`src/hdl/wb_pkg.sv`:
```
// Instruction port of a read-only Wishbone master; we and dat toward memory are always zero
package wb_pkg;

    // ----------------------------------------
    // Request, master to memory
    // ----------------------------------------

    // Held with a stable adr until ack comes back
    // Widths follow a 32-bit classic Wishbone port
    typedef struct packed {
        // Bus cycle in progress
        logic        cyc;
        // Transfer strobe
        logic        stb;
        // Write enable, tied low by this master
        logic        we;
        // Byte address, word aligned
        logic [31:0] adr;
        // Write data, unused here
        logic [31:0] dat;
    } wb_req_t;

    // ----------------------------------------
    // Response, memory to master
    // ----------------------------------------

    // Data is only meaningful in the ack cycle
    typedef struct packed {
        // Transfer finished this cycle
        logic        ack;
        // Read data
        logic [31:0] dat;
    } wb_rsp_t;

endpackage

```
`src/hdl/rv_pkg.sv`:
```
// RV32I base encodings only; no compressed forms, no CSR or system opcodes
package rv_pkg;

    // ----------------------------------------
    // Major opcodes, bits 6:0
    // ----------------------------------------
    localparam logic [6:0] OP_LUI    = 7'b0110111;
    localparam logic [6:0] OP_AUIPC  = 7'b0010111;
    localparam logic [6:0] OP_JAL    = 7'b1101111;
    localparam logic [6:0] OP_JALR   = 7'b1100111;
    localparam logic [6:0] OP_BRANCH = 7'b1100011;
    localparam logic [6:0] OP_LOAD   = 7'b0000011;
    localparam logic [6:0] OP_STORE  = 7'b0100011;
    localparam logic [6:0] OP_IMM    = 7'b0010011;
    localparam logic [6:0] OP_REG    = 7'b0110011;

    // ----------------------------------------
    // Instruction formats
    // ----------------------------------------

    // One word, six ways to slice it
    typedef union packed {
        struct packed {
            logic [6:0] funct7;
            logic [4:0] rs2;
            logic [4:0] rs1;
            logic [2:0] funct3;
            logic [4:0] rd;
            logic [6:0] opcode;
        } r_fmt;
        struct packed {
            logic [11:0] imm11_0;
            logic [4:0]  rs1;
            logic [2:0]  funct3;
            logic [4:0]  rd;
            logic [6:0]  opcode;
        } i_fmt;
        struct packed {
            logic [6:0] imm11_5;
            logic [4:0] rs2;
            logic [4:0] rs1;
            logic [2:0] funct3;
            logic [4:0] imm4_0;
            logic [6:0] opcode;
        } s_fmt;
        // Branch offset bits are scrambled, bit 0 implied zero
        struct packed {
            logic       imm12;
            logic [5:0] imm10_5;
            logic [4:0] rs2;
            logic [4:0] rs1;
            logic [2:0] funct3;
            logic [3:0] imm4_1;
            logic       imm11;
            logic [6:0] opcode;
        } b_fmt;
        struct packed {
            logic [19:0] imm31_12;
            logic [4:0]  rd;
            logic [6:0]  opcode;
        } u_fmt;
        struct packed {
            logic       imm20;
            logic [9:0] imm10_1;
            logic       imm11;
            logic [7:0] imm19_12;
            logic [4:0] rd;
            logic [6:0] opcode;
        } j_fmt;
    } instr_u;

    // Coarse class for the back end
    typedef enum logic [2:0] {
        C_ALU_R,
        C_ALU_I,
        C_LOAD,
        C_STORE,
        C_BRANCH,
        C_UPPER,
        C_JUMP,
        C_ILLEGAL
    } instr_class_e;

    // Decode output, raw fields always taken from their fixed positions
    typedef struct packed {
        logic [31:0]  pc;
        logic [31:0]  raw;
        instr_class_e cls;
        logic [4:0]   rd;
        logic [4:0]   rs1;
        logic [4:0]   rs2;
        logic [2:0]   funct3;
        logic [6:0]   funct7;
        logic [31:0]  imm;
    } dec_instr_t;

    // Fetch register between IF and ID
    typedef struct packed {
        logic        valid;
        logic [31:0] instr;
        logic [31:0] pc;
    } fetch_t;

endpackage

```
`src/hdl/load_unit.sv`:
```
// One bus cycle at a time; stb drops for a cycle after each ack, abandoned reads drain first
`timescale 1ns/1ns

module load_unit import wb_pkg::*; (
    input  logic        clk,
    input  logic        rstn_i,
    input  logic        read_i,
    input  logic [31:0] addr_i,
    input  logic        halt_i,
    output logic        valid_o,
    output logic [31:0] data_o,
    output wb_req_t     wb_req_o,
    input  wb_rsp_t     wb_rsp_i
);

    typedef enum logic [1:0] {
        S_IDLE,
        S_BUSY,
        S_DRAIN
    } state_e;

    state_e      state_q;
    logic [31:0] adr_q;
    logic        gap_q;
    logic        hold_q;
    logic [31:0] hold_data_q;
    logic        start;
    logic        open;
    logic        live;
    logic        done;

    // New cycle straight from idle, address taken live this cycle
    assign start = (state_q == S_IDLE) && read_i && !halt_i && !gap_q && !hold_q;
    assign open  = start || (state_q == S_BUSY) || (state_q == S_DRAIN);
    // Cycles whose data still has a taker
    assign live  = start || (state_q == S_BUSY);
    assign done  = open && wb_rsp_i.ack;

    assign wb_req_o.cyc = open;
    assign wb_req_o.stb = open;
    assign wb_req_o.we  = 1'b0;
    assign wb_req_o.adr = (state_q == S_IDLE) ? addr_i : adr_q;
    assign wb_req_o.dat = 32'h0;

    // Word goes out only if fetch still asks for it
    assign valid_o = read_i && !halt_i && (hold_q || (live && done));
    assign data_o  = hold_q ? hold_data_q : wb_rsp_i.dat;

    // ----------------------------------------
    // Cycle control
    // ----------------------------------------
    always_ff @(posedge clk, negedge rstn_i) begin
        if (!rstn_i) begin
            state_q <= S_IDLE;
            gap_q   <= 1'b0;
            hold_q  <= 1'b0;
        end else begin
            gap_q <= done;
            // Held word is used or dropped on the first free cycle
            if (!halt_i)
                hold_q <= 1'b0;
            case (state_q)
                S_IDLE: begin
                    if (start && !wb_rsp_i.ack)
                        state_q <= S_BUSY;
                end
                S_BUSY: begin
                    if (wb_rsp_i.ack) begin
                        state_q <= S_IDLE;
                        // Halted, park the word for later
                        if (halt_i)
                            hold_q <= 1'b1;
                    end else if (!halt_i && !read_i) begin
                        state_q <= S_DRAIN;
                    end
                end
                default: begin
                    if (wb_rsp_i.ack)
                        state_q <= S_IDLE;
                end
            endcase
        end
    end

    // Payload
    always_ff @(posedge clk) begin
        if (start)
            adr_q <= addr_i;
        if ((state_q == S_BUSY) && wb_rsp_i.ack && halt_i)
            hold_data_q <= wb_rsp_i.dat;
    end

endmodule

```
`src/hdl/if_stage.sv`:
```
// Fetch stage; halt freezes pc and register, flush beats a word arriving in the same cycle
`timescale 1ns/1ns

module if_stage import rv_pkg::*; #(
    parameter logic [31:0] RESET_PC = 32'h0
) (
    input  logic        clk,
    input  logic        rstn_i,
    input  logic        halt_i,
    // Redirect from decode
    input  logic        flush_i,
    input  logic [31:0] pc_i,
    // Toward decode
    input  logic        ack_i,
    output fetch_t      fetch_o,
    // Load unit side
    output logic        read_o,
    output logic [31:0] addr_o,
    input  logic        rd_valid_i,
    input  logic [31:0] rd_data_i,
    // Debug
    output logic [31:0] dbg_pc_o
);

    logic [31:0] pc_q;
    fetch_t      fetch_q;
    fetch_t      fetch_n;
    logic        incr_pc;
    logic        read;

    assign fetch_o  = fetch_q;
    assign read_o   = read;
    assign addr_o   = pc_q;
    assign dbg_pc_o = pc_q;

    // ----------------------------------------
    // Next fetch register
    // ----------------------------------------
    always_comb begin
        fetch_n = fetch_q;
        incr_pc = 1'b0;
        read    = 1'b0;

        // Decode took the current word
        if (ack_i)
            fetch_n.valid = 1'b0;

        // Ask for a word when a slot is or becomes free
        if (!fetch_q.valid || ack_i) begin
            read = 1'b1;
            if (rd_valid_i) begin
                fetch_n.valid = 1'b1;
                fetch_n.instr = rd_data_i;
                fetch_n.pc    = pc_q;
                incr_pc       = 1'b1;
            end
        end

        // Wrong path, drop everything and stop asking
        if (flush_i) begin
            fetch_n.valid = 1'b0;
            incr_pc       = 1'b0;
            read          = 1'b0;
        end
    end

    // ----------------------------------------
    // Registers
    // ----------------------------------------
    always_ff @(posedge clk, negedge rstn_i) begin
        if (!rstn_i) begin
            fetch_q <= '0;
            pc_q    <= RESET_PC;
        end else if (!halt_i) begin
            fetch_q <= fetch_n;
            // Target first, otherwise step past the captured word
            if (flush_i)
                pc_q <= pc_i;
            else if (incr_pc)
                pc_q <= pc_q + 32'd4;
        end
    end

endmodule

```
`src/hdl/id_stage.sv`:
```
// Decode stage; resolves only JAL, JALR and unknown opcodes come out as C_ILLEGAL
`timescale 1ns/1ns

module id_stage import rv_pkg::*; (
    input  logic        clk,
    input  logic        rstn_i,
    input  logic        halt_i,
    // From fetch
    input  fetch_t      fetch_i,
    output logic        fetch_ack_o,
    // To consumer
    input  logic        ack_i,
    output logic        valid_o,
    output dec_instr_t  instr_o,
    // Jump back into fetch
    output logic        redirect_o,
    output logic [31:0] target_o
);

    instr_u      word;
    dec_instr_t  dec_n;
    dec_instr_t  dec_q;
    logic        valid_q;
    logic        accept;
    logic [31:0] imm_i;
    logic [31:0] imm_s;
    logic [31:0] imm_b;
    logic [31:0] imm_u;
    logic [31:0] imm_j;

    assign word = fetch_i.instr;

    // ----------------------------------------
    // Immediates, every format at once
    // ----------------------------------------
    assign imm_i = {{20{word.i_fmt.imm11_0[11]}}, word.i_fmt.imm11_0};
    assign imm_s = {{20{word.s_fmt.imm11_5[6]}}, word.s_fmt.imm11_5, word.s_fmt.imm4_0};
    assign imm_b = {{19{word.b_fmt.imm12}}, word.b_fmt.imm12, word.b_fmt.imm11,
                    word.b_fmt.imm10_5, word.b_fmt.imm4_1, 1'b0};
    assign imm_u = {word.u_fmt.imm31_12, 12'h000};
    assign imm_j = {{11{word.j_fmt.imm20}}, word.j_fmt.imm20, word.j_fmt.imm19_12,
                    word.j_fmt.imm11, word.j_fmt.imm10_1, 1'b0};

    // Class and fields of the word in the fetch register
    always_comb begin
        dec_n.pc     = fetch_i.pc;
        dec_n.raw    = fetch_i.instr;
        // Fixed bit positions, whatever the format
        dec_n.rd     = word.r_fmt.rd;
        dec_n.rs1    = word.r_fmt.rs1;
        dec_n.rs2    = word.r_fmt.rs2;
        dec_n.funct3 = word.r_fmt.funct3;
        dec_n.funct7 = word.r_fmt.funct7;
        dec_n.cls    = C_ILLEGAL;
        dec_n.imm    = 32'h0;
        case (word.r_fmt.opcode)
            OP_REG:    dec_n.cls = C_ALU_R;
            OP_IMM: begin
                dec_n.cls = C_ALU_I;
                dec_n.imm = imm_i;
            end
            OP_LOAD: begin
                dec_n.cls = C_LOAD;
                dec_n.imm = imm_i;
            end
            OP_STORE: begin
                dec_n.cls = C_STORE;
                dec_n.imm = imm_s;
            end
            OP_BRANCH: begin
                dec_n.cls = C_BRANCH;
                dec_n.imm = imm_b;
            end
            OP_LUI, OP_AUIPC: begin
                dec_n.cls = C_UPPER;
                dec_n.imm = imm_u;
            end
            OP_JAL: begin
                dec_n.cls = C_JUMP;
                dec_n.imm = imm_j;
            end
            // No register file here, so no indirect jump
            OP_JALR:   dec_n.cls = C_ILLEGAL;
            default:   dec_n.cls = C_ILLEGAL;
        endcase
    end

    // ----------------------------------------
    // Handshake and redirect
    // ----------------------------------------

    // Take a word when the output slot is free or leaving
    assign accept      = fetch_i.valid && !halt_i && (!valid_q || ack_i);
    assign fetch_ack_o = accept;
    assign valid_o     = valid_q && !halt_i;
    assign instr_o     = dec_q;

    // Same cycle as accept, fetch reloads at the next edge
    assign redirect_o = accept && (dec_n.cls == C_JUMP);
    assign target_o   = fetch_i.pc + imm_j;

    always_ff @(posedge clk, negedge rstn_i) begin
        if (!rstn_i) begin
            valid_q <= 1'b0;
        end else if (!halt_i) begin
            if (accept)
                valid_q <= 1'b1;
            else if (ack_i)
                valid_q <= 1'b0;
        end
    end

    // Decoded payload
    always_ff @(posedge clk) begin
        if (accept)
            dec_q <= dec_n;
    end

endmodule

```
`src/hdl/frontend_top.sv`:
```
// Front end top; instruction memory lives outside, RESET_PC must be word aligned
`timescale 1ns/1ns

module frontend_top import wb_pkg::*, rv_pkg::*; #(
    parameter logic [31:0] RESET_PC = 32'h0
) (
    input  logic        clk,
    input  logic        rstn_i,
    input  logic        halt_i,
    // Decoded stream
    input  logic        ack_i,
    output logic        valid_o,
    output dec_instr_t  instr_o,
    // Instruction bus
    output wb_req_t     wb_req_o,
    input  wb_rsp_t     wb_rsp_i,
    // Fetch pc
    output logic [31:0] dbg_pc_o
);

    fetch_t      fetch;
    logic        fetch_ack;
    logic        redirect;
    logic [31:0] target;
    logic        read;
    logic [31:0] read_addr;
    logic        read_valid;
    logic [31:0] read_data;

    // ----------------------------------------
    // Fetch and its bus master
    // ----------------------------------------
    if_stage #(
        .RESET_PC ( RESET_PC )
    ) if_i (
        .clk        ( clk        ),
        .rstn_i     ( rstn_i     ),
        .halt_i     ( halt_i     ),
        .flush_i    ( redirect   ),
        .pc_i       ( target     ),
        .ack_i      ( fetch_ack  ),
        .fetch_o    ( fetch      ),
        .read_o     ( read       ),
        .addr_o     ( read_addr  ),
        .rd_valid_i ( read_valid ),
        .rd_data_i  ( read_data  ),
        .dbg_pc_o   ( dbg_pc_o   )
    );

    load_unit lu_i (
        .clk      ( clk        ),
        .rstn_i   ( rstn_i     ),
        .read_i   ( read       ),
        .addr_i   ( read_addr  ),
        .halt_i   ( halt_i     ),
        .valid_o  ( read_valid ),
        .data_o   ( read_data  ),
        .wb_req_o ( wb_req_o   ),
        .wb_rsp_i ( wb_rsp_i   )
    );

    // Decode, also the source of jump redirects
    id_stage id_i (
        .clk         ( clk       ),
        .rstn_i      ( rstn_i    ),
        .halt_i      ( halt_i    ),
        .fetch_i     ( fetch     ),
        .fetch_ack_o ( fetch_ack ),
        .ack_i       ( ack_i     ),
        .valid_o     ( valid_o   ),
        .instr_o     ( instr_o   ),
        .redirect_o  ( redirect  ),
        .target_o    ( target    )
    );

endmodule

```
`config.mk`:
```
export PLATFORM = sky130hd
export DESIGN_NAME = frontend_top
export DESIGN_NICKNAME = d
export VERILOG_FILES = /design/src/hdl/wb_pkg.sv /design/src/hdl/rv_pkg.sv /design/src/hdl/load_unit.sv /design/src/hdl/if_stage.sv /design/src/hdl/id_stage.sv /design/src/hdl/frontend_top.sv
export SDC_FILE = /design/constraint.sdc
export NUM_CORES = 1
export LEC_CHECK = 0
export BUFFER_PORTS_ARGS = -buffer_cell sky130_fd_sc_hd__buf_2
export CORE_UTILIZATION = 55
export DETAILED_ROUTE_END_ITERATION = 10
export GPL_ROUTABILITY_DRIVEN = 1
export PLACE_DENSITY_LB_ADDON = 0.2
export SYNTH_ARGS = -nofsm -noshare
export SYNTH_HDL_FRONTEND = slang
export SYNTH_SLANG_ARGS = --single-unit
```
`constraint.sdc`:
```
create_clock -name clk -period 4.2 [get_ports clk]
set_clock_uncertainty 0.1 [all_clocks]
set_input_delay 0.63 -clock clk [delete_from_list [all_inputs] [get_ports clk]]
set_output_delay 0.63 -clock clk [all_outputs]
set_load 0.01 [all_outputs]
```
==> metrics.cfg <==
[sta]
slew_headroom_pct=45.6
timing.setup.tns_ns=0
finalCritPeriodShare_pct=77.2
fmax_mhz=308
min_period_ns=3.24
setup_violations=0
worstMarginPinSlew_ns=0.815
hold_viol=0
slew_viol_final=0
rsz0062_at_grt=no

[floorplan]
row_count=54
core-area_um2=22100
start_util_pct=56.9
ioPinCount=261
die_x_um=153
dieArea_um2=23400
die_y_um=153

[critical_path]
cp-start-kind=flip-flop
cp-end-kind=output port
crit_path_max_fanout=13
critPathRequiredTime_ns=3.47
crit_arrival_ns=2.51
path_class=flip-flop to output port

[power]
peakVddDrop_mv=0.424
power_density_nw_per_um2=617
leakagePower_nw=6.54

[yosys]
seq_area_frac_synth_pct=59.3
syn_area_per_cell_um2=12.2
yosys_warnings=0
postSynthCellCount=1026
syn_area_um2=12600
synth_top_area_cell=edfxtp_1
synth-async-reset-ratio_pct=38.5
synth_cell_types=65
ys_seq_elements=265
synth_edf_count=163
yosysTopAreaCellShare_pct=39.0
synth_area_leaders=edfxtp_1 (39%), dfrtp_1 (20%), mux2_2 (5.2%)
ys.flop_type=edfxtp_1

[clock_network]
path_clk_slew_ns=0.06
htreeDepth=1
cts_buffers=28
worstSkewPairLatency_ns=0.54
hold_buffers=0
root_buffer=clkbuf_16
cts_setup_buffers=0
cts_resized=0
clock-sinks=265
clock_path_buffers=3
cts_tree=yes

[placed_design]
post-dp-hpwl_um=20300
placed_cells=1479
io_buffers=227
place.gp.congestion=0.928

[cells_and_area]
syn2layout_area_growth_pct=17.1
seqCellArea_um2=7450
fin_cells=1532
nFillCells=1691
nets=1298
drive_above_1_share_pct=29.6
multi_input_area_um2=4570

[global_route]
grt_remaining_overflow=0
antenna_found_initial=1
grt_max_degree=70
grt_use_total_pct=25.4
grt_pass1_vias=8322
grt_pass1_wl_um=46800

[drt]
detail_route.drc_violations=0
routed_via_density=5.65
ant_nets=0
wl_per_cell_um=19.1
vias=8657
drt_first_pass_iters=5
drt_iter0_markers=651
drt-total-wl_um=29300

[hold_path]
holdCritPathClass=primary input to asynchronous set/reset pin

[job]
max_cap_viol_count=0

[status]
outcome=complete, no violations

area by class of cell:
class | instances | share of cell area (%)
sequential | 265 | 50.6
multi-input combinational | 672 | 31.1
timing repair buffer | 239 | 8.52
clock buffer | 34 | 5.19
tap | 280 | 2.38
clock inverter | 18 | 1.60
inverter | 23 | 0.604
antenna | 1 | 0.0170
critical path, cell delays in order (launching register included):
cell and delay [ns]:
dfrtp_1 0.57, and4b_4 0.32, nand4_2 0.23, nor2_2 0.20, a21oi_1 0.08, nand3_1 0.15, o21ai_0 0.19, buf_2 0.22
cell usage in the layout (no fill, tap or decap), types with 10 or more instances in the layout:
master	count
buf_2	226
edfxtp_1	163
dfrtp_1	101
nand2_1	92
o21ai_0	72
mux2_2	58
nor2_1	42
a21oi_1	41
mux2i_1	38
a21o_1	33
conb_1	33
ha_1	31
nand3_1	29
clkbuf_16	28
xnor2_1	24
inv_1	21
xor2_1	21
nor2b_1	14
nor3_1	14
buf_4	11
a31oi_1	10
and2_1	10
logic make-up (layout without fill, tap and decap cells):
| group | count (synthesis) | count (layout) | synth area share, % |
|---|---|---|---|
| DFF | 265 | 265 | 59.3 |
| and+or+nand+nor | 259 | 259 | 10.3 |
| AOI/OAI and AO/OA | 207 | 207 | 10.3 |
| buffers and inverters | 121 | 314 | 5.49 |
| xor gates and xnor gates | 45 | 45 | 3.14 |
| muxes | 96 | 96 | 8.23 |
| adders and majority gates | 32 | 32 | 3.25 |
| other | 1 | 34 | 0.0299 |
power by group:
group | switching [W] | internal, W
combinational | 0.00148 | 0.00101
sequential | 0.000514 | 0.00345
clock | 0.00102 | 0.00160
total | 0.00302 | 0.00606
path summary, 6_finish.rpt:
kind	startpoint	slack, ns	cells past startpoint	to
max in group asynchronous	rstn_i	3.06	2	if_i.fetch_o[55]
min reg2reg	if_i.fetch_o[6]	0.38	0	id_i.instr_o[98]
min	rstn_i	0.09	1	if_i.fetch_o[21]
min in group clk	wb_rsp_i[0]	0.18	1	lu_i.hold_data_q[0]
max reg2reg	if_i.fetch_o[63]	1.10	9	if_i.addr_o[29]
max	if_i.fetch_o[37]	0.96	7	wb_req_o[66]
metal layers:
layer	wire (um)	share of wire [%]	up-vias	global-route usage [%]
met5	0	0	-	0
met3	1800	6.2	49	3.74
met2	13500	46	314	40.3
li1	-	-	4058	-
met1	13300	45	4236	36.5
met4	705	2.4	0	7.26
synth_stat cells (10+ instances only):
library cell,instances
nor2_1,44
nor2b_1,14
a21o_1,33
buf_4,60
mux2i_1,38
nand3_1,29
nand2_1,92
o21ai_0,72
edfxtp_1,163
mux2_2,58
and2_1,10
a31oi_1,10
ha_1,31
xnor2_1,24
inv_1,22
nor3_1,14
a21oi_1,41
dfrtp_1,102
xor2_1,21
clkbuf_1,25
through the flow:
| stage | total power, W | worst slack (ns) | hold WS (ns) | util, % | cell area, um^2 |
|---|---|---|---|---|---|
| detailed placement | 0.00649 | 1.13 | 0.365 | 62.1 | 13700 |
| CTS | 0.00913 | 0.951 | 0.110 | 66.6 | 14700 |
| global placement | 0.00642 | 1.19 | 0.359 | 62.1 | 13700 |
| global route | 0.00957 | 0.807 | 0.138 | 66.6 | 14700 |
| floorplan | 0.00563 | 0.823 | 0.234 | - | 12700 |
| finish | 0.00909 | 0.956 | 0.0890 | 66.6 | 14700 |
flip-flops by register name, indices dropped and copies added, names as in the netlist:
register          flops
lu_i.gap_q            1
lu_i.hold_data_q     32
if_i.addr_o          32
if_i.fetch_o         65
lu_i.state_q          2
id_i.valid_q          1
lu_i.hold_q           1
id_i.instr_o         99
lu_i.adr_q           32
(Power assumes the default switching activity.)
